--- src/include/uart_macros.svh ---
// UART clock and baud defaults
`ifndef UART_MACROS_SVH
`define UART_MACROS_SVH

////////////////////////////////////////
// Line timing
////////////////////////////////////////

// System clock in Hz
`define UART_FREQ 32'd50_000_000

// Line rate in baud
`define UART_RATE 32'd115_200

// Whole clock cycles in one bit period
`define UART_CLKS_PER_BIT (`UART_FREQ / `UART_RATE)

`endif

--- src/rtl/uart_pkg.sv ---
// UART shared types
package uart_pkg;

   ////////////////////////////////////////
   // Data path widths
   ////////////////////////////////////////

   typedef logic [7:0] uart_byte_t;

   // Cycle count inside one bit
   typedef logic [15:0] bit_timer_t;

   // Start, data, stop and idle slots
   typedef logic [3:0] bit_index_t;

   ////////////////////////////////////////
   // Handshake FSMs
   ////////////////////////////////////////

   typedef enum logic [1:0] {
      TX_IDLE  = 2'd0,
      TX_LOAD  = 2'd1,
      TX_ACK   = 2'd2,
      TX_DRAIN = 2'd3
   } tx_load_state_e;

   typedef enum logic [1:0] {
      RX_IDLE = 2'd0,
      RX_WAIT = 2'd1,
      RX_ACK  = 2'd2
   } rx_read_state_e;

   // Sticky and per-frame error flags
   typedef struct packed {
      logic frame_err;
      logic rx_over_run;
      logic tx_over_run;
   } uart_status_t;

endpackage

--- src/rtl/uart_rx.sv ---
// UART receiver
`timescale 1ns/1ns
`include "uart_macros.svh"

module uart_rx #(
   parameter int unsigned CLKS_PER_BIT = `UART_CLKS_PER_BIT
) (
   input  logic                 clk,
   input  logic                 reset,
   input  logic                 rx_enable,
   input  logic                 rx_in,
   input  logic                 rx_req,
   output uart_pkg::uart_byte_t rx_data,
   output logic                 rx_ack,
   output logic                 rx_empty,
   output logic                 frame_err,
   output logic                 rx_over_run
);

   localparam uart_pkg::bit_timer_t BIT_LAST = uart_pkg::bit_timer_t'(CLKS_PER_BIT - 1);
   localparam uart_pkg::bit_timer_t BIT_MID  = uart_pkg::bit_timer_t'(CLKS_PER_BIT / 2);

   // Tenth sample of the frame
   localparam uart_pkg::bit_index_t IDX_STOP = 4'd9;

   uart_pkg::rx_read_state_e rx_state;
   uart_pkg::rx_read_state_e rx_state_next;
   uart_pkg::uart_byte_t     rx_shift;
   uart_pkg::uart_byte_t     rx_hold;
   uart_pkg::bit_timer_t     rx_bit_time;
   uart_pkg::bit_index_t     rx_bit_index;
   logic                     rx_sync1;
   logic                     rx_sync2;
   logic                     rx_line_prev;
   logic                     rx_armed;
   logic                     rx_busy;
   logic                     line_fall;
   logic                     mid_bit;
   logic                     sample_data;
   logic                     sample_stop;
   logic                     read_cycle;

   ////////////////////////////////////////
   // Input synchronizer
   ////////////////////////////////////////

   // Flops start high so reset does not look like a start bit
   always_ff @(posedge clk) begin
      if (reset) begin
         rx_sync1     <= 1'b1;
         rx_sync2     <= 1'b1;
         rx_line_prev <= 1'b1;
      end else begin
         rx_sync1     <= rx_in;
         rx_sync2     <= rx_sync1;
         rx_line_prev <= rx_sync2;
      end
   end

   assign line_fall   = rx_line_prev && !rx_sync2;
   assign mid_bit     = (rx_bit_time == BIT_MID);
   assign sample_data = rx_enable && rx_busy && mid_bit && (rx_bit_index != IDX_STOP);
   assign sample_stop = rx_enable && rx_busy && mid_bit && (rx_bit_index == IDX_STOP);

   ////////////////////////////////////////
   // Frame sampler and flags
   ////////////////////////////////////////

   always_ff @(posedge clk) begin
      if (reset) begin
         rx_armed     <= 1'b0;
         rx_busy      <= 1'b0;
         rx_bit_time  <= '0;
         rx_bit_index <= '0;
         rx_empty     <= 1'b1;
         frame_err    <= 1'b0;
         rx_over_run  <= 1'b0;
         rx_data      <= '0;
      end else begin
         if (read_cycle && !rx_empty) begin
            rx_data  <= rx_hold;
            rx_empty <= 1'b1;
         end
         if (!rx_enable) begin
            rx_armed     <= 1'b0;
            rx_busy      <= 1'b0;
            rx_bit_time  <= '0;
            rx_bit_index <= '0;
         end else if (!rx_armed && !rx_busy) begin
            if (line_fall) begin
               rx_armed    <= 1'b1;
               rx_bit_time <= '0;
            end
         end else begin
            rx_bit_time <= (rx_bit_time == BIT_LAST) ? '0 : rx_bit_time + 16'd1;
            if (mid_bit && rx_armed) begin
               // A real start bit is still low at mid-bit
               rx_armed <= 1'b0;
               if (!rx_sync2) begin
                  rx_busy      <= 1'b1;
                  rx_bit_index <= 4'd1;
               end
            end else if (sample_stop) begin
               rx_busy      <= 1'b0;
               rx_bit_index <= '0;
               if (rx_sync2) begin
                  rx_empty    <= 1'b0;
                  frame_err   <= 1'b0;
                  // A byte read out in this same cycle is not lost
                  rx_over_run <= !rx_empty && !read_cycle;
               end else begin
                  frame_err <= 1'b1;
               end
            end else if (sample_data) begin
               rx_bit_index <= rx_bit_index + 4'd1;
            end
         end
      end
   end

   // LSB arrives first, so shift in from the top
   always_ff @(posedge clk) begin
      if (sample_data) begin
         rx_shift <= {rx_sync2, rx_shift[7:1]};
      end
      if (sample_stop && rx_sync2) begin
         rx_hold <= rx_shift;
      end
   end

   ////////////////////////////////////////
   // Read handshake
   ////////////////////////////////////////

   always_comb begin
      rx_state_next = rx_state;
      case (rx_state)
         uart_pkg::RX_IDLE: begin
            if (rx_req) begin
               rx_state_next = uart_pkg::RX_WAIT;
            end
         end
         uart_pkg::RX_WAIT: begin
            rx_state_next = rx_req ? uart_pkg::RX_ACK : uart_pkg::RX_IDLE;
         end
         uart_pkg::RX_ACK: begin
            if (!rx_req) begin
               rx_state_next = uart_pkg::RX_IDLE;
            end
         end
         default: rx_state_next = uart_pkg::RX_IDLE;
      endcase
   end

   always_ff @(posedge clk) begin
      if (reset) begin
         rx_state <= uart_pkg::RX_IDLE;
      end else begin
         rx_state <= rx_state_next;
      end
   end

   assign read_cycle = (rx_state == uart_pkg::RX_WAIT);
   assign rx_ack     = (rx_state == uart_pkg::RX_ACK);

   ////////////////////////////////////////
   // Checks
   ////////////////////////////////////////

   a_ack_after_req: assert property (@(posedge clk) disable iff (reset)
      $rose(rx_ack) |-> $past(rx_req, 1) && $past(rx_req, 2));

   a_index_range: assert property (@(posedge clk) disable iff (reset)
      rx_bit_index <= IDX_STOP);

endmodule

--- src/rtl/uart_top.sv ---
// UART top level
`timescale 1ns/1ns
`include "uart_macros.svh"

module uart_top (
   input  logic                   clk,
   input  logic                   reset,
   input  logic                   tx_enable,
   input  logic                   rx_enable,
   input  logic                   ld_tx_req,
   input  logic                   rx_req,
   input  logic                   rx_in,
   input  uart_pkg::uart_byte_t   tx_data,
   output logic                   tx_out,
   output logic                   ld_tx_ack,
   output logic                   tx_empty,
   output logic                   rx_ack,
   output logic                   rx_empty,
   output uart_pkg::uart_byte_t   rx_data,
   output uart_pkg::uart_status_t status
);

   logic frame_err;
   logic rx_over_run;
   logic tx_over_run;

   ////////////////////////////////////////
   // Transmit and receive sections
   ////////////////////////////////////////

   uart_tx #(
      .CLKS_PER_BIT(`UART_CLKS_PER_BIT)
   ) tx0 (
      .clk         (clk),
      .reset       (reset),
      .tx_enable   (tx_enable),
      .ld_tx_req   (ld_tx_req),
      .tx_data     (tx_data),
      .ld_tx_ack   (ld_tx_ack),
      .tx_empty    (tx_empty),
      .tx_out      (tx_out),
      .tx_over_run (tx_over_run)
   );

   uart_rx #(
      .CLKS_PER_BIT(`UART_CLKS_PER_BIT)
   ) rx0 (
      .clk         (clk),
      .reset       (reset),
      .rx_enable   (rx_enable),
      .rx_in       (rx_in),
      .rx_req      (rx_req),
      .rx_data     (rx_data),
      .rx_ack      (rx_ack),
      .rx_empty    (rx_empty),
      .frame_err   (frame_err),
      .rx_over_run (rx_over_run)
   );

   // Error flags gathered for the host
   assign status = '{
      frame_err:   frame_err,
      rx_over_run: rx_over_run,
      tx_over_run: tx_over_run
   };

endmodule

--- src/rtl/uart_tx.sv ---
// UART transmitter
`timescale 1ns/1ns
`include "uart_macros.svh"

module uart_tx #(
   parameter int unsigned CLKS_PER_BIT = `UART_CLKS_PER_BIT
) (
   input  logic                 clk,
   input  logic                 reset,
   input  logic                 tx_enable,
   input  logic                 ld_tx_req,
   input  uart_pkg::uart_byte_t tx_data,
   output logic                 ld_tx_ack,
   output logic                 tx_empty,
   output logic                 tx_out,
   output logic                 tx_over_run
);

   localparam uart_pkg::bit_timer_t BIT_LAST = uart_pkg::bit_timer_t'(CLKS_PER_BIT - 1);

   // Slot 0 is the start bit, 9 the stop bit, 10 the extra idle period
   localparam uart_pkg::bit_index_t IDX_DATA_FIRST = 4'd1;
   localparam uart_pkg::bit_index_t IDX_DATA_LAST  = 4'd8;
   localparam uart_pkg::bit_index_t IDX_IDLE       = 4'd10;

   uart_pkg::tx_load_state_e tx_state;
   uart_pkg::tx_load_state_e tx_state_next;
   uart_pkg::uart_byte_t     tx_hold;
   uart_pkg::uart_byte_t     tx_shift;
   uart_pkg::bit_timer_t     tx_bit_time;
   uart_pkg::bit_index_t     tx_bit_index;
   logic                     load_cycle;
   logic                     bit_done;
   logic                     in_data_bit;

   ////////////////////////////////////////
   // Load handshake
   ////////////////////////////////////////

   always_comb begin
      tx_state_next = tx_state;
      case (tx_state)
         uart_pkg::TX_IDLE: begin
            if (ld_tx_req) begin
               tx_state_next = uart_pkg::TX_LOAD;
            end
         end
         uart_pkg::TX_LOAD: tx_state_next = uart_pkg::TX_ACK;
         uart_pkg::TX_ACK: begin
            if (!ld_tx_req) begin
               tx_state_next = uart_pkg::TX_DRAIN;
            end
         end
         // Hold off the next load until the frame has gone out
         uart_pkg::TX_DRAIN: begin
            if (tx_empty) begin
               tx_state_next = uart_pkg::TX_IDLE;
            end
         end
         default: tx_state_next = uart_pkg::TX_IDLE;
      endcase
   end

   always_ff @(posedge clk) begin
      if (reset) begin
         tx_state <= uart_pkg::TX_IDLE;
      end else begin
         tx_state <= tx_state_next;
      end
   end

   assign load_cycle = (tx_state == uart_pkg::TX_LOAD);
   assign ld_tx_ack  = (tx_state == uart_pkg::TX_ACK);

   ////////////////////////////////////////
   // Bit timer and serial output
   ////////////////////////////////////////

   assign bit_done    = (tx_bit_time == BIT_LAST);
   assign in_data_bit = (tx_bit_index >= IDX_DATA_FIRST) && (tx_bit_index <= IDX_DATA_LAST);

   always_ff @(posedge clk) begin
      if (reset) begin
         tx_empty     <= 1'b1;
         tx_out       <= 1'b1;
         tx_over_run  <= 1'b0;
         tx_bit_time  <= '0;
         tx_bit_index <= '0;
      end else if (load_cycle) begin
         // Busy transmitter drops the byte
         if (!tx_empty) begin
            tx_over_run <= 1'b1;
         end else begin
            tx_empty     <= 1'b0;
            tx_bit_time  <= '0;
            tx_bit_index <= '0;
         end
      end else if (!tx_empty) begin
         if (!tx_enable) begin
            // Paused frame starts over from the start bit
            tx_bit_time  <= '0;
            tx_bit_index <= '0;
            tx_out       <= 1'b1;
         end else begin
            if (tx_bit_index == '0) begin
               tx_out <= 1'b0;
            end else if (in_data_bit) begin
               tx_out <= tx_shift[0];
            end else begin
               tx_out <= 1'b1;
            end
            if (bit_done) begin
               tx_bit_time <= '0;
               if (tx_bit_index == IDX_IDLE) begin
                  tx_empty     <= 1'b1;
                  tx_bit_index <= '0;
               end else begin
                  tx_bit_index <= tx_bit_index + 4'd1;
               end
            end else begin
               tx_bit_time <= tx_bit_time + 16'd1;
            end
         end
      end
   end

   // Hold copy lets a paused frame start over with the same byte
   always_ff @(posedge clk) begin
      if (load_cycle && tx_empty) begin
         tx_hold  <= tx_data;
         tx_shift <= tx_data;
      end else if (!tx_empty && !tx_enable) begin
         tx_shift <= tx_hold;
      end else if (!tx_empty && bit_done && in_data_bit) begin
         tx_shift <= {1'b0, tx_shift[7:1]};
      end
   end

   ////////////////////////////////////////
   // Checks
   ////////////////////////////////////////

   // Acknowledge only follows a finished load cycle
   a_ack_after_load: assert property (@(posedge clk) disable iff (reset)
      $rose(ld_tx_ack) |-> $past(load_cycle) && !load_cycle);

   // Line idles high with nothing queued
   a_idle_line: assert property (@(posedge clk) disable iff (reset)
      tx_empty |-> tx_out);

endmodule

--- config.mk ---
export PLATFORM = sky130hd
export DESIGN_NAME = uart_top
export DESIGN_NICKNAME = d
export VERILOG_FILES = /design/src/rtl/uart_pkg.sv /design/src/rtl/uart_rx.sv /design/src/rtl/uart_top.sv /design/src/rtl/uart_tx.sv
export VERILOG_INCLUDE_DIRS = /design/src /design/src/include
export SDC_FILE = /design/constraint.sdc
export NUM_CORES = 1
export LEC_CHECK = 0
export BUFFER_PORTS_ARGS = -buffer_cell sky130_fd_sc_hd__buf_2
export CAP_MARGIN = 0
export CORE_ASPECT_RATIO = 1.2
export CORE_MARGIN = 2
export CORE_UTILIZATION = 38
export CTS_CLUSTER_SIZE = 8
export DETAILED_ROUTE_END_ITERATION = 12
export PLACE_DENSITY = 0.62
export SYNTH_ARGS = -nofsm -noshare
export SYNTH_HDL_FRONTEND = slang
export SYNTH_SLANG_ARGS = --single-unit
--- constraint.sdc ---
create_clock -name clk -period 5.1 [get_ports clk]
set_clock_uncertainty 0.1 [all_clocks]
set_input_delay 1.275 -clock clk [delete_from_list [all_inputs] [get_ports clk]]
set_output_delay 1.275 -clock clk [all_outputs]
set_load 0.02 [all_outputs]
Word-level counts from Yosys, hierarchy flattened --
Cells that the tools add are included. W data, S select, Z words.
Word-level totals: flip-flop bits (word level) 95, bits of input ports 15, output and inout port bits 16, logic and storage cells 145
Operators by class: add/sub/neg operators 4, order comparisons 2, equality and inequality tests 21, muxes and demuxes 50, bitwise logic cells 5, reduce and logical (&&, ||, !) cells 41
Operator list (count):
- $mux W16 | 8
- $mux W4 | 10
- $add A16 B1 Y16 const B | 2
- $eq A16 B9 Y1 const B | 2
- $mux W8 | 3
- $mux W1 | 21
- $eq A16 B8 Y1 const B | 1
- $logic_and A1 B1 Y1 | 15
- $mux W2 | 6
- $ne A2 B2 Y1 const B | 6
- $reduce_and A3 Y1 | 4
- $reduce_and A2 Y1 | 5
- $add A4 B1 Y4 const B | 2
- $eq A4 B4 Y1 const B | 2
- $pmux W2 S4 | 1
- $logic_not A1 Y1 | 7
- $eq A2 B2 Y1 const B | 3
- $ne A2 B1 Y1 const B | 3
- $pmux W2 S3 | 1
- $reduce_bool A3 Y1 | 2
- $not A1 Y1 | 5
- $reduce_and A5 Y1 | 1
- $eq A2 B1 Y1 const B | 2
- $ge A4 B1 Y1 const B | 1
- other kinds (8) | 10

Depth between registers and ports, before layout --
Gate-level depths: netlist of run 1.
word-level depth 8, gate-level depth with buffers 8, gate-level depth less buffers 8

By module --
Synthesis of run 1 repeated with hierarchy kept, for this count alone.
Unflattened totals: cell total of the unflattened synthesis 464, area total of the unflattened synthesis 4534.3 um^2
Modules (own cells, without submodules):
- uart_rx | instances 1, cells an instance 233, area each 2378.5 um^2, seq. area each 1241.2 um^2
- uart_tx | instances 1, cells an instance 228, area each 2133.3 um^2, seq. area each 980.9 um^2
- uart_top | instances 1, cells an instance 3, area each 22.5 um^2, seq. area each 0.0 um^2

Least setup slack after synthesis of run 1 --
No wires, ideal clock.
kind input-to-reg, start in reset, end reg rx0.rx_bit_time[10], library setup time 0.074 ns, arrival 2.615 ns, required time 4.926 ns, slack 2.311 ns, cell stages on the path 7, path buffers 3, cells stage by stage clkbuf_1 -> nand2b_1 -> clkbuf_1 -> nor2_1 -> clkbuf_1 -> nand3_1 -> a31oi_1
Between the ends: cells in the longest elaborated chain, start to end 1
RTL lines:
- from (decl) | RTL line uart_top.sv:7 | input logic reset,
- $reduce_or A2 Y1 (no line)
- to (signal assigned) | RTL line uart_rx.sv:95 | rx_bit_time <= (rx_bit_time == BIT_LAST) ? '0 : rx_bit_time + 16'd1;
- to (decl) | RTL line uart_rx.sv:30 | uart_pkg::bit_timer_t rx_bit_time;
Every way passes these cells. A chain may end at the register's enable or synchronous reset.

Final worst setup path of run 1 --
start in reset, end reg rx0.rx_bit_time[12]
Same word-level chain as after synthesis.

==> key figures, run 1 <==
Status
  • Status: finished, final reports clean

Layout
  • Filler cells: approximately 1,100
  • Area grow syn2layout: 12.5%
  • Design area: about 0.005 sq mm
  • Final-stage net count: 499
  • Final Non-Filler Cells: about 630
  • Register area: ~0.0022 sq mm
  • Share of cells above drive strength 1: 0.122
  • Util after Layout: 0.435
  • Multi-input gate area: 0.00204 sq mm

Timing
  • Rel. slew slack: 0.256
  • Least-Margin Pin Slew: roughly 1.1 ns
  • Setup TNS: 0 ns
  • Setup Viol. Count Final: 0
  • Final Hold Viols: 0
  • Minimum clock period: a little over 3 ns
  • Tcrit/Tclk final: 0.601
  • Fmax achieved: around 0.33 GHz
  • Unrepaired setup endpoints after global routing: no
  • Slew Limit Fails: 0

Power
  • Sw Ratio: 0.287
  • Pwr per Cell Area: between 300 and 400 mW/mm^2
  • Pint: 0.00133 W
  • Comb pwr share: 0.156
  • Sequential Power Share: 0.492
  • Leak: 1.66 nW
  • Total Power: 0.00187 W
  • Clock Power Share: 0.352
  • NetSw: ~0.00054 W
  • Maximum vdd ir drop: between 0.15 and 0.2 mV

Global route
  • GRT Util Overall: 0.139
  • First-pass GRT wire length: about 14 mm
  • Total grt overflow: 0
  • GR Util met3: 0.0353
  • Largest net degree at the start of global routing: 29
  • Vias in the first global route: roughly 3,000
  • Met1 Track Usage GR: 0.180
  • Gr busiest metal: met2
  • GR Util met2: 0.220
  • Initial antenna violation count: 1

Clock tree
  • Cell at the root of the clock tree: clkbuf_16
  • CTS tree: built
  • Reg clk slew, reported paths: 0.07 ns
  • # hold bufs at CTS: 0
  • Cts repair resizes: 0
  • TritonCTS buffer count: 9
  • H-tree Lvls: 3
  • Clock sink total: 95
  • Clock Path Buffers: 2
  • Skew-Pair Late Insertion Delay: around 0.34 ns
  • Post-CTS setup buffers: 0

Synth
  • Seq/Total Area, Yosys: 0.502
  • Area leader, netlist: dfxtp_1
  • Mapped Area: 0.00443 sq mm
  • Synth area leaders: dfxtp_1, edfxtp_1, ha_1
  • Syn nets: 477
  • Syn. warnings: 0
  • Synthesized area per cell: just under 10 sq um
  • #FFs+latches synth: 95
  • Synth cell types: 59
  • Post-synth EDFFs: 32
  • Mapped Cells: around 450
  • Top-count cell post-synth: dfxtp_1
  • Yosys top cell area share: 0.285
  • Top post-synthesis cells by count: dfxtp_1, nor2_1, nand2_1, edfxtp_1, a21oi_1
  • Ys async rst share: 0
  • Main synth FF type: dfxtp_1

Job
  • Max-Cap Viols: 0

Place
  • # placed instances: a little over 600
  • Number of buffers added on ports: 30
  • Final GP Congestion: 0.823
  • Dpl cell area: 0.00467 sq mm
  • DP HPWL: around 6 mm

Floorplanning
  • Starting Density: 0.386
  • CORE AREA: 0.0115 sq mm
  • Die width: 103 microns
  • Die height: between 100 and 150 microns
  • IO Pins: 31
  • Die area: around 0.013 sq mm
  • Num rows: 43

Critical path
  • CP Class: input port to flop
  • R2r worst-path depth: 8
  • CP max FO: 28
  • Required time worst endpoint: 5.26 ns
  • Arrival time worst endpoint: roughly 3.2 ns
  • Critical Path Source Type: input port
  • Worst Setup End Kind: flop

Route
  • Post-Route WL: between 8 and 9 mm
  • DRT antenna net count: 0
  • DRC viols: 0
  • Via count: roughly 3,400
  • DRT Pass-1 Iters: 5
  • Vias per inst: approximately 5.3
  • Wire per inst: roughly 14 microns
  • Iter 0 DRT Violations: about 220

Hold path
  • Hold Path Stages: 1
  • HP Class: flop to flop
==> path summary, 6_finish.rpt <==
path	from	end	slack [ns]
worst max-delay path	reset	rx0.rx_bit_time[12]$_SDFFE_PP0P_	2.03
worst min-delay path	rx0.rx_sync1$_SDFF_PP1_	rx0.rx_sync2$_SDFF_PP1_	0.32
worst max register to register	tx0.tx_state[1]$_SDFFE_PP0P_	tx0.tx_bit_time[15]$_SDFFE_PP0P_	2.16
worst min register to register	rx0.rx_sync1$_SDFF_PP1_	rx0.rx_sync2$_SDFF_PP1_	0.32
==> cell type report <==
cell class                      count  area share
Antenna cell                        1    0.000502
Clock buffer                        9      0.0452
Clock inverter                      7      0.0158
Inverter                           16      0.0121
Multi-Input combinational cell    317       0.409
Sequential cell                    95       0.446
Tap cell                          157      0.0394
Timing Repair Buffer               31      0.0317
==> state kept, by name, indices dropped and copies added (netlist names), 2 cells and up <==
| register | count |
|---|---|
| tx0.tx_state | 2 |
| rx0.rx_bit_index | 4 |
| tx0.tx_hold | 8 |
| tx0.tx_bit_index | 4 |
| rx0.rx_bit_time | 16 |
| tx0.tx_bit_time | 16 |
| tx0.tx_shift | 8 |
| rx0.rx_state | 2 |
| rx0.rx_data | 8 |
| rx0.rx_shift | 8 |
| rx0.rx_hold | 8 |
==> critical path, cell delays in order <==
cell,delay [ns]
buf_2,0.25
nand2b_1,0.33
nor2_1,0.88
nand2_1,0.25
o221ai_1,0.22
==> cells by family (layout without fill, tap and decap cells) <==
| group | count (synthesis) | after routing | share of synthesized area |
|---|---|---|---|
| adders and majority gates | 15 | 15 | 0.0418 |
| AOI/OAI and AO/OA | 81 | 81 | 0.118 |
| and+or+nand+nor | 189 | 189 | 0.233 |
| DFF | 95 | 95 | 0.502 |
| other | 0 | 1 | 0 |
| muxes | 16 | 16 | 0.0362 |
| xor gates and xnor gates | 16 | 16 | 0.0316 |
| buffers and inverters | 36 | 63 | 0.0379 |
==> metrics by stage <==
step	worst slack [ns]	hold WS (ns)
after floorplan	2.31	0.289
after global placement	1.78	0.294
after detailed placement	1.70	0.310
after CTS	2.05	0.327
after global routing	1.81	0.341
final	2.03	0.319
==> power groups by stage <==
stage | registers, W | logic [W] | clock network [W]
2_1_floorplan | 0.000926 | 0.000231 | 0
3_3_place_gp | 0.000932 | 0.000284 | 0
3_5_place_dp | 0.000937 | 0.000293 | 0
4_1_cts | 0.000920 | 0.000297 | 0.000677
5_1_grt | 0.000928 | 0.000333 | 0.000706
6_report | 0.000919 | 0.000291 | 0.000658
==> cell usage in the layout (no fill, tap or decap), types with 6 or more instances in the layout <==
cell       count
dfxtp_1       63
nor2_1        45
nand2_1       39
edfxtp_1      32
buf_2         30
a21oi_1       19
inv_1         16
mux2i_1       16
o21ai_0       15
ha_1          14
nand4_1       13
a31oi_1       13
xnor2_1       12
nand3_1       12
nor3_1        11
clkbuf_16      9
nand2b_1       7
nand3b_1       7
and4_1         7
nor2b_1        7
nand4b_1       6
nor4_1         6
==> routing by layer <==
| layer | up-vias | part of all wire | wire length [microns] |
|---|---|---|---|
| met5 | - | 0 | 0 |
| met3 | 10 | 0.042 | 364 |
| met4 | 0 | 0.017 | 147 |
| met1 | 1585 | 0.48 | 4100 |
| li1 | 1699 | - | - |
| met2 | 72 | 0.46 | 3960 |
(Power assumes the default switching activity.)
==> run 2, diff against run 1 <==
Settings changed: ABC_AREA from default to 1.
Clock period 5.1 ns to 3.15 ns, I/O delays scaled along.
==> run 2 against run 1 <==
Against the previous run: die area up 1.3%; worst hold slack better by 0.0012 ns; global-route usage up 1.4 points; sequential share of layout area down 1.1 points; combinational power up 91%; non-clock buffer count up 3; critical endpoint is now tx0.tx_bit_time[6]$_SDFFE_PP0P_; highest routed layer unchanged.
==> key figures, run 2 <==
Critical path
  • CP Class: flop to flop
  • Worst Setup End Kind: flop
  • Critical Path Source Type: flop
  • CP max FO: 11 (-61%)
  • Required time worst endpoint: 3.33 ns (-1.93 ns)
  • Arrival time worst endpoint: 2.57 ns (-0.65 ns)
  • R2r worst-path depth: 11 (+3)
  • Worst r2r dst: tx0.tx_bit_time[6]$_SDFFE_PP0P_
  • R2R Setup Slk: 0.76 ns (-1.40 ns)
  • Worst r2r src: tx0.tx_state[1]$_SDFFE_PP0P_

Timing
  • Rel. slew slack: 0.548 (+0.292)
  • Unrepaired setup endpoints after global routing: no
  • Minimum clock period: 2.39 ns
  • Final Hold Viols: 0 (unchanged)
  • Fmax achieved: roughly 0.42 GHz
  • Least-Margin Pin Slew: 0.675 ns (-0.438 ns)
  • Tcrit/Tclk final: 0.758
  • Slew Limit Fails: 0 (unchanged)
  • Setup TNS: 0 ns (unchanged)
  • Setup Viol. Count Final: 0 (unchanged)

Synth
  • Syn nets: 583 (+22%)
  • Synthesized area per cell: 8.10 sq um (-18%)
  • Synth cell types: 39 (-34%)
  • Syn. warnings: 0 (unchanged)
  • Post-synth EDFFs: 32 (unchanged)
  • Synth area leaders: dfxtp_1, edfxtp_1, nand2_1
  • #FFs+latches synth: 95 (unchanged)
  • Ys async rst share: 0 (unchanged)
  • Main synth FF type: dfxtp_1
  • Mapped Cells: 554 (+24%)
  • Mapped Area: 0.00449 sq mm (+1.4%)
  • Top-count cell post-synth: nand2_1
  • Top post-synthesis cells by count: nand2_1, nor2_1, dfxtp_1, inv_1, a21oi_1
  • Yosys top cell area share: 0.281 (-0.00389)
  • Area leader, netlist: dfxtp_1
  • Seq/Total Area, Yosys: 0.495 (-0.00685)

Job
  • Max-Cap Viols: 0 (unchanged)

Power
  • Leak: 2.03 nW (+22%)
  • Pwr per Cell Area: 622 mW/mm^2 (+66%)
  • Maximum vdd ir drop: 0.250 mV (+53%)

Place
  • # placed instances: 733 (+19%)
  • DP HPWL: 6.77 mm (+14%)
  • Number of buffers added on ports: 30 (unchanged)
  • Dpl cell area: 0.00480 sq mm (+2.6%)
  • Final GP Congestion: 0.885 (+7.5%)

Hold path
  • Hold Path Stages: 1 (unchanged)
  • Hold Crit Start: rx0.rx_sync1$_SDFF_PP1_
  • Hold endpoint: rx0.rx_sync2$_SDFF_PP1_
  • HP Class: flop to flop

Clock tree
  • CTS tree: built
  • Reg clk slew, reported paths: 0.07 ns (about the same)
  • Post-CTS setup buffers: 0 (unchanged)
  • Clock Path Buffers: 2 (unchanged)
  • H-tree Lvls: 3 (unchanged)
  • Cell at the root of the clock tree: clkbuf_16
  • Cts repair resizes: 0 (unchanged)
  • Clock sink total: 95 (unchanged)
  • Skew-Pair Late Insertion Delay: 0.35 ns (about the same)
  • # hold bufs at CTS: 0 (unchanged)
  • TritonCTS buffer count: 9 (unchanged)

Floorplanning
  • Die area: 0.0127 sq mm (+1.3%)
  • Die height: 123 microns (+0.67%)
  • Num rows: 43 (unchanged)
  • Die width: 103 microns (+0.66%)
  • CORE AREA: 0.0116 sq mm (+0.94%)
  • Starting Density: 0.388 (+0.00171)
  • IO Pins: 31 (unchanged)

Global route
  • Largest net degree at the start of global routing: 19 (-34%)
  • Initial antenna violation count: 0 (-1)
  • Total grt overflow: 0 (unchanged)
  • Vias in the first global route: 3,504 (+17%)
  • First-pass GRT wire length: 15.4 mm (+10%)
  • GRT Util Overall: 0.153 (+0.0137)

Route
  • Iter 0 DRT Violations: 135 (-37%)
  • Post-Route WL: 8.91 mm (+4.0%)
  • Wire per inst: 11.9 microns (-12%)
  • Met3 WL: 232 microns (-36%)
  • Metal2 WL: 4.26 mm (+7.6%)
  • Via count: 3,607 (+7.2%)
  • Wl on met1: 4.23 mm (+3.0%)
  • DRT Pass-1 Iters: 4 (-1)
  • Vias per inst: 4.82 (-9.4%)
  • Uppermost routed layer: met4
  • DRC viols: 0 (unchanged)
  • DRT antenna net count: 0 (unchanged)

Layout
  • Final Non-Filler Cells: 749 (+18%)
  • Area grow syn2layout: 13.8%
  • Design area: 0.00511 sq mm (+2.6%)
  • Antenna cells: 0 (-1)
  • Share of cells above drive strength 1: 0.137 (+0.0147)
  • Registers with the most flip-flops: rx0.rx_bit_time (16), tx0.tx_bit_time (16)
  • Final-stage net count: 616 (+23%)
  • Most common cell after layout, fill and taps aside: nand2_1
  • Most frequent cells in the layout: nand2_1, nor2_1, dfxtp_1
  • Filler cells: 1,139 (+3.5%)

Status
  • Status: finished, final reports clean
## run 2: power by group
| group | switching (W) | internal, W |
|---|---|---|
| Clock | 0.000498 | 0.000633 |
| Combinational | 0.000378 | 0.000178 |
| Sequential | 0.0000595 | 0.00143 |
## run 2: metal layers
metal / global-route usage / vias up
met1: 0.191 / 1646
met2: 0.255 / 56
met5: 0 / -
met3: 0.0237 / 15
li1: - / 1890
met4: 0.0757 / 0
## run 2: worst max-delay path by stage
stage | start | end | slack, ns
3_3_place_gp | tx0.tx_state[1]$_SDFFE_PP0P_ | tx0.tx_bit_time[6]$_SDFFE_PP0P_ | 0.92
6_report | tx0.tx_state[1]$_SDFFE_PP0P_ | tx0.tx_bit_time[6]$_SDFFE_PP0P_ | 0.76
5_1_grt | tx0.tx_state[1]$_SDFFE_PP0P_ | tx0.tx_bit_time[6]$_SDFFE_PP0P_ | 0.45
4_1_cts | tx0.tx_state[1]$_SDFFE_PP0P_ | tx0.tx_bit_time[6]$_SDFFE_PP0P_ | 0.72
3_5_place_dp | tx0.tx_state[1]$_SDFFE_PP0P_ | tx0.tx_bit_time[6]$_SDFFE_PP0P_ | 0.73
2_1_floorplan | tx0.tx_state[1]$_SDFFE_PP0P_ | tx0.tx_shift[0]$_DFFE_PP_ | 0.80
## run 2: area by class of cell
| class | instances | area (sq um) | area share |
|---|---|---|---|
| Inverter | 60 | 225 | 0.0441 |
| Tap cell | 157 | 196 | 0.0384 |
| Sequential cell | 95 | 2220 | 0.435 |
| Timing Repair Buffer | 34 | 180 | 0.0353 |
| Multi-Input combinational cell | 387 | 1970 | 0.386 |
| Clock buffer | 9 | 225 | 0.0441 |
| Clock inverter | 7 | 86.3 | 0.0169 |
## run 2: kinds of logic after synthesis
kind of cell    Yosys count  share of synthesized area
flops                    95                      0.495
fa+ha+maj                14                     0.0390
simple gates            289                      0.291
xor+xnor                 10                     0.0195
buf+inv                  72                     0.0652
compound gates           74                     0.0903
## run 2: worst max-delay path, cell delays in order (launching register included)
cell,delay [ns]
dfxtp_1,0.34
inv_1,0.13
ha_1,0.31
inv_1,0.10
ha_1,0.31
inv_1,0.28
nand3_1,0.15
inv_1,0.13
nand2_1,0.09
o21ai_0,0.16
o21ai_0,0.12
nor2_1,0.10
## run 2: through the flow
stage	setup slack [ns]	power, W	utilization	hold slack (ns)
finish	0.763	0.00318	0.442	0.320
global route	0.453	0.00336	0.442	0.323
CTS	0.720	0.00322	0.442	0.320
detailed placement	0.733	0.00209	0.415	0.299
global placement	0.920	0.00206	0.415	0.301
floorplan	0.802	0.00195	-	0.289
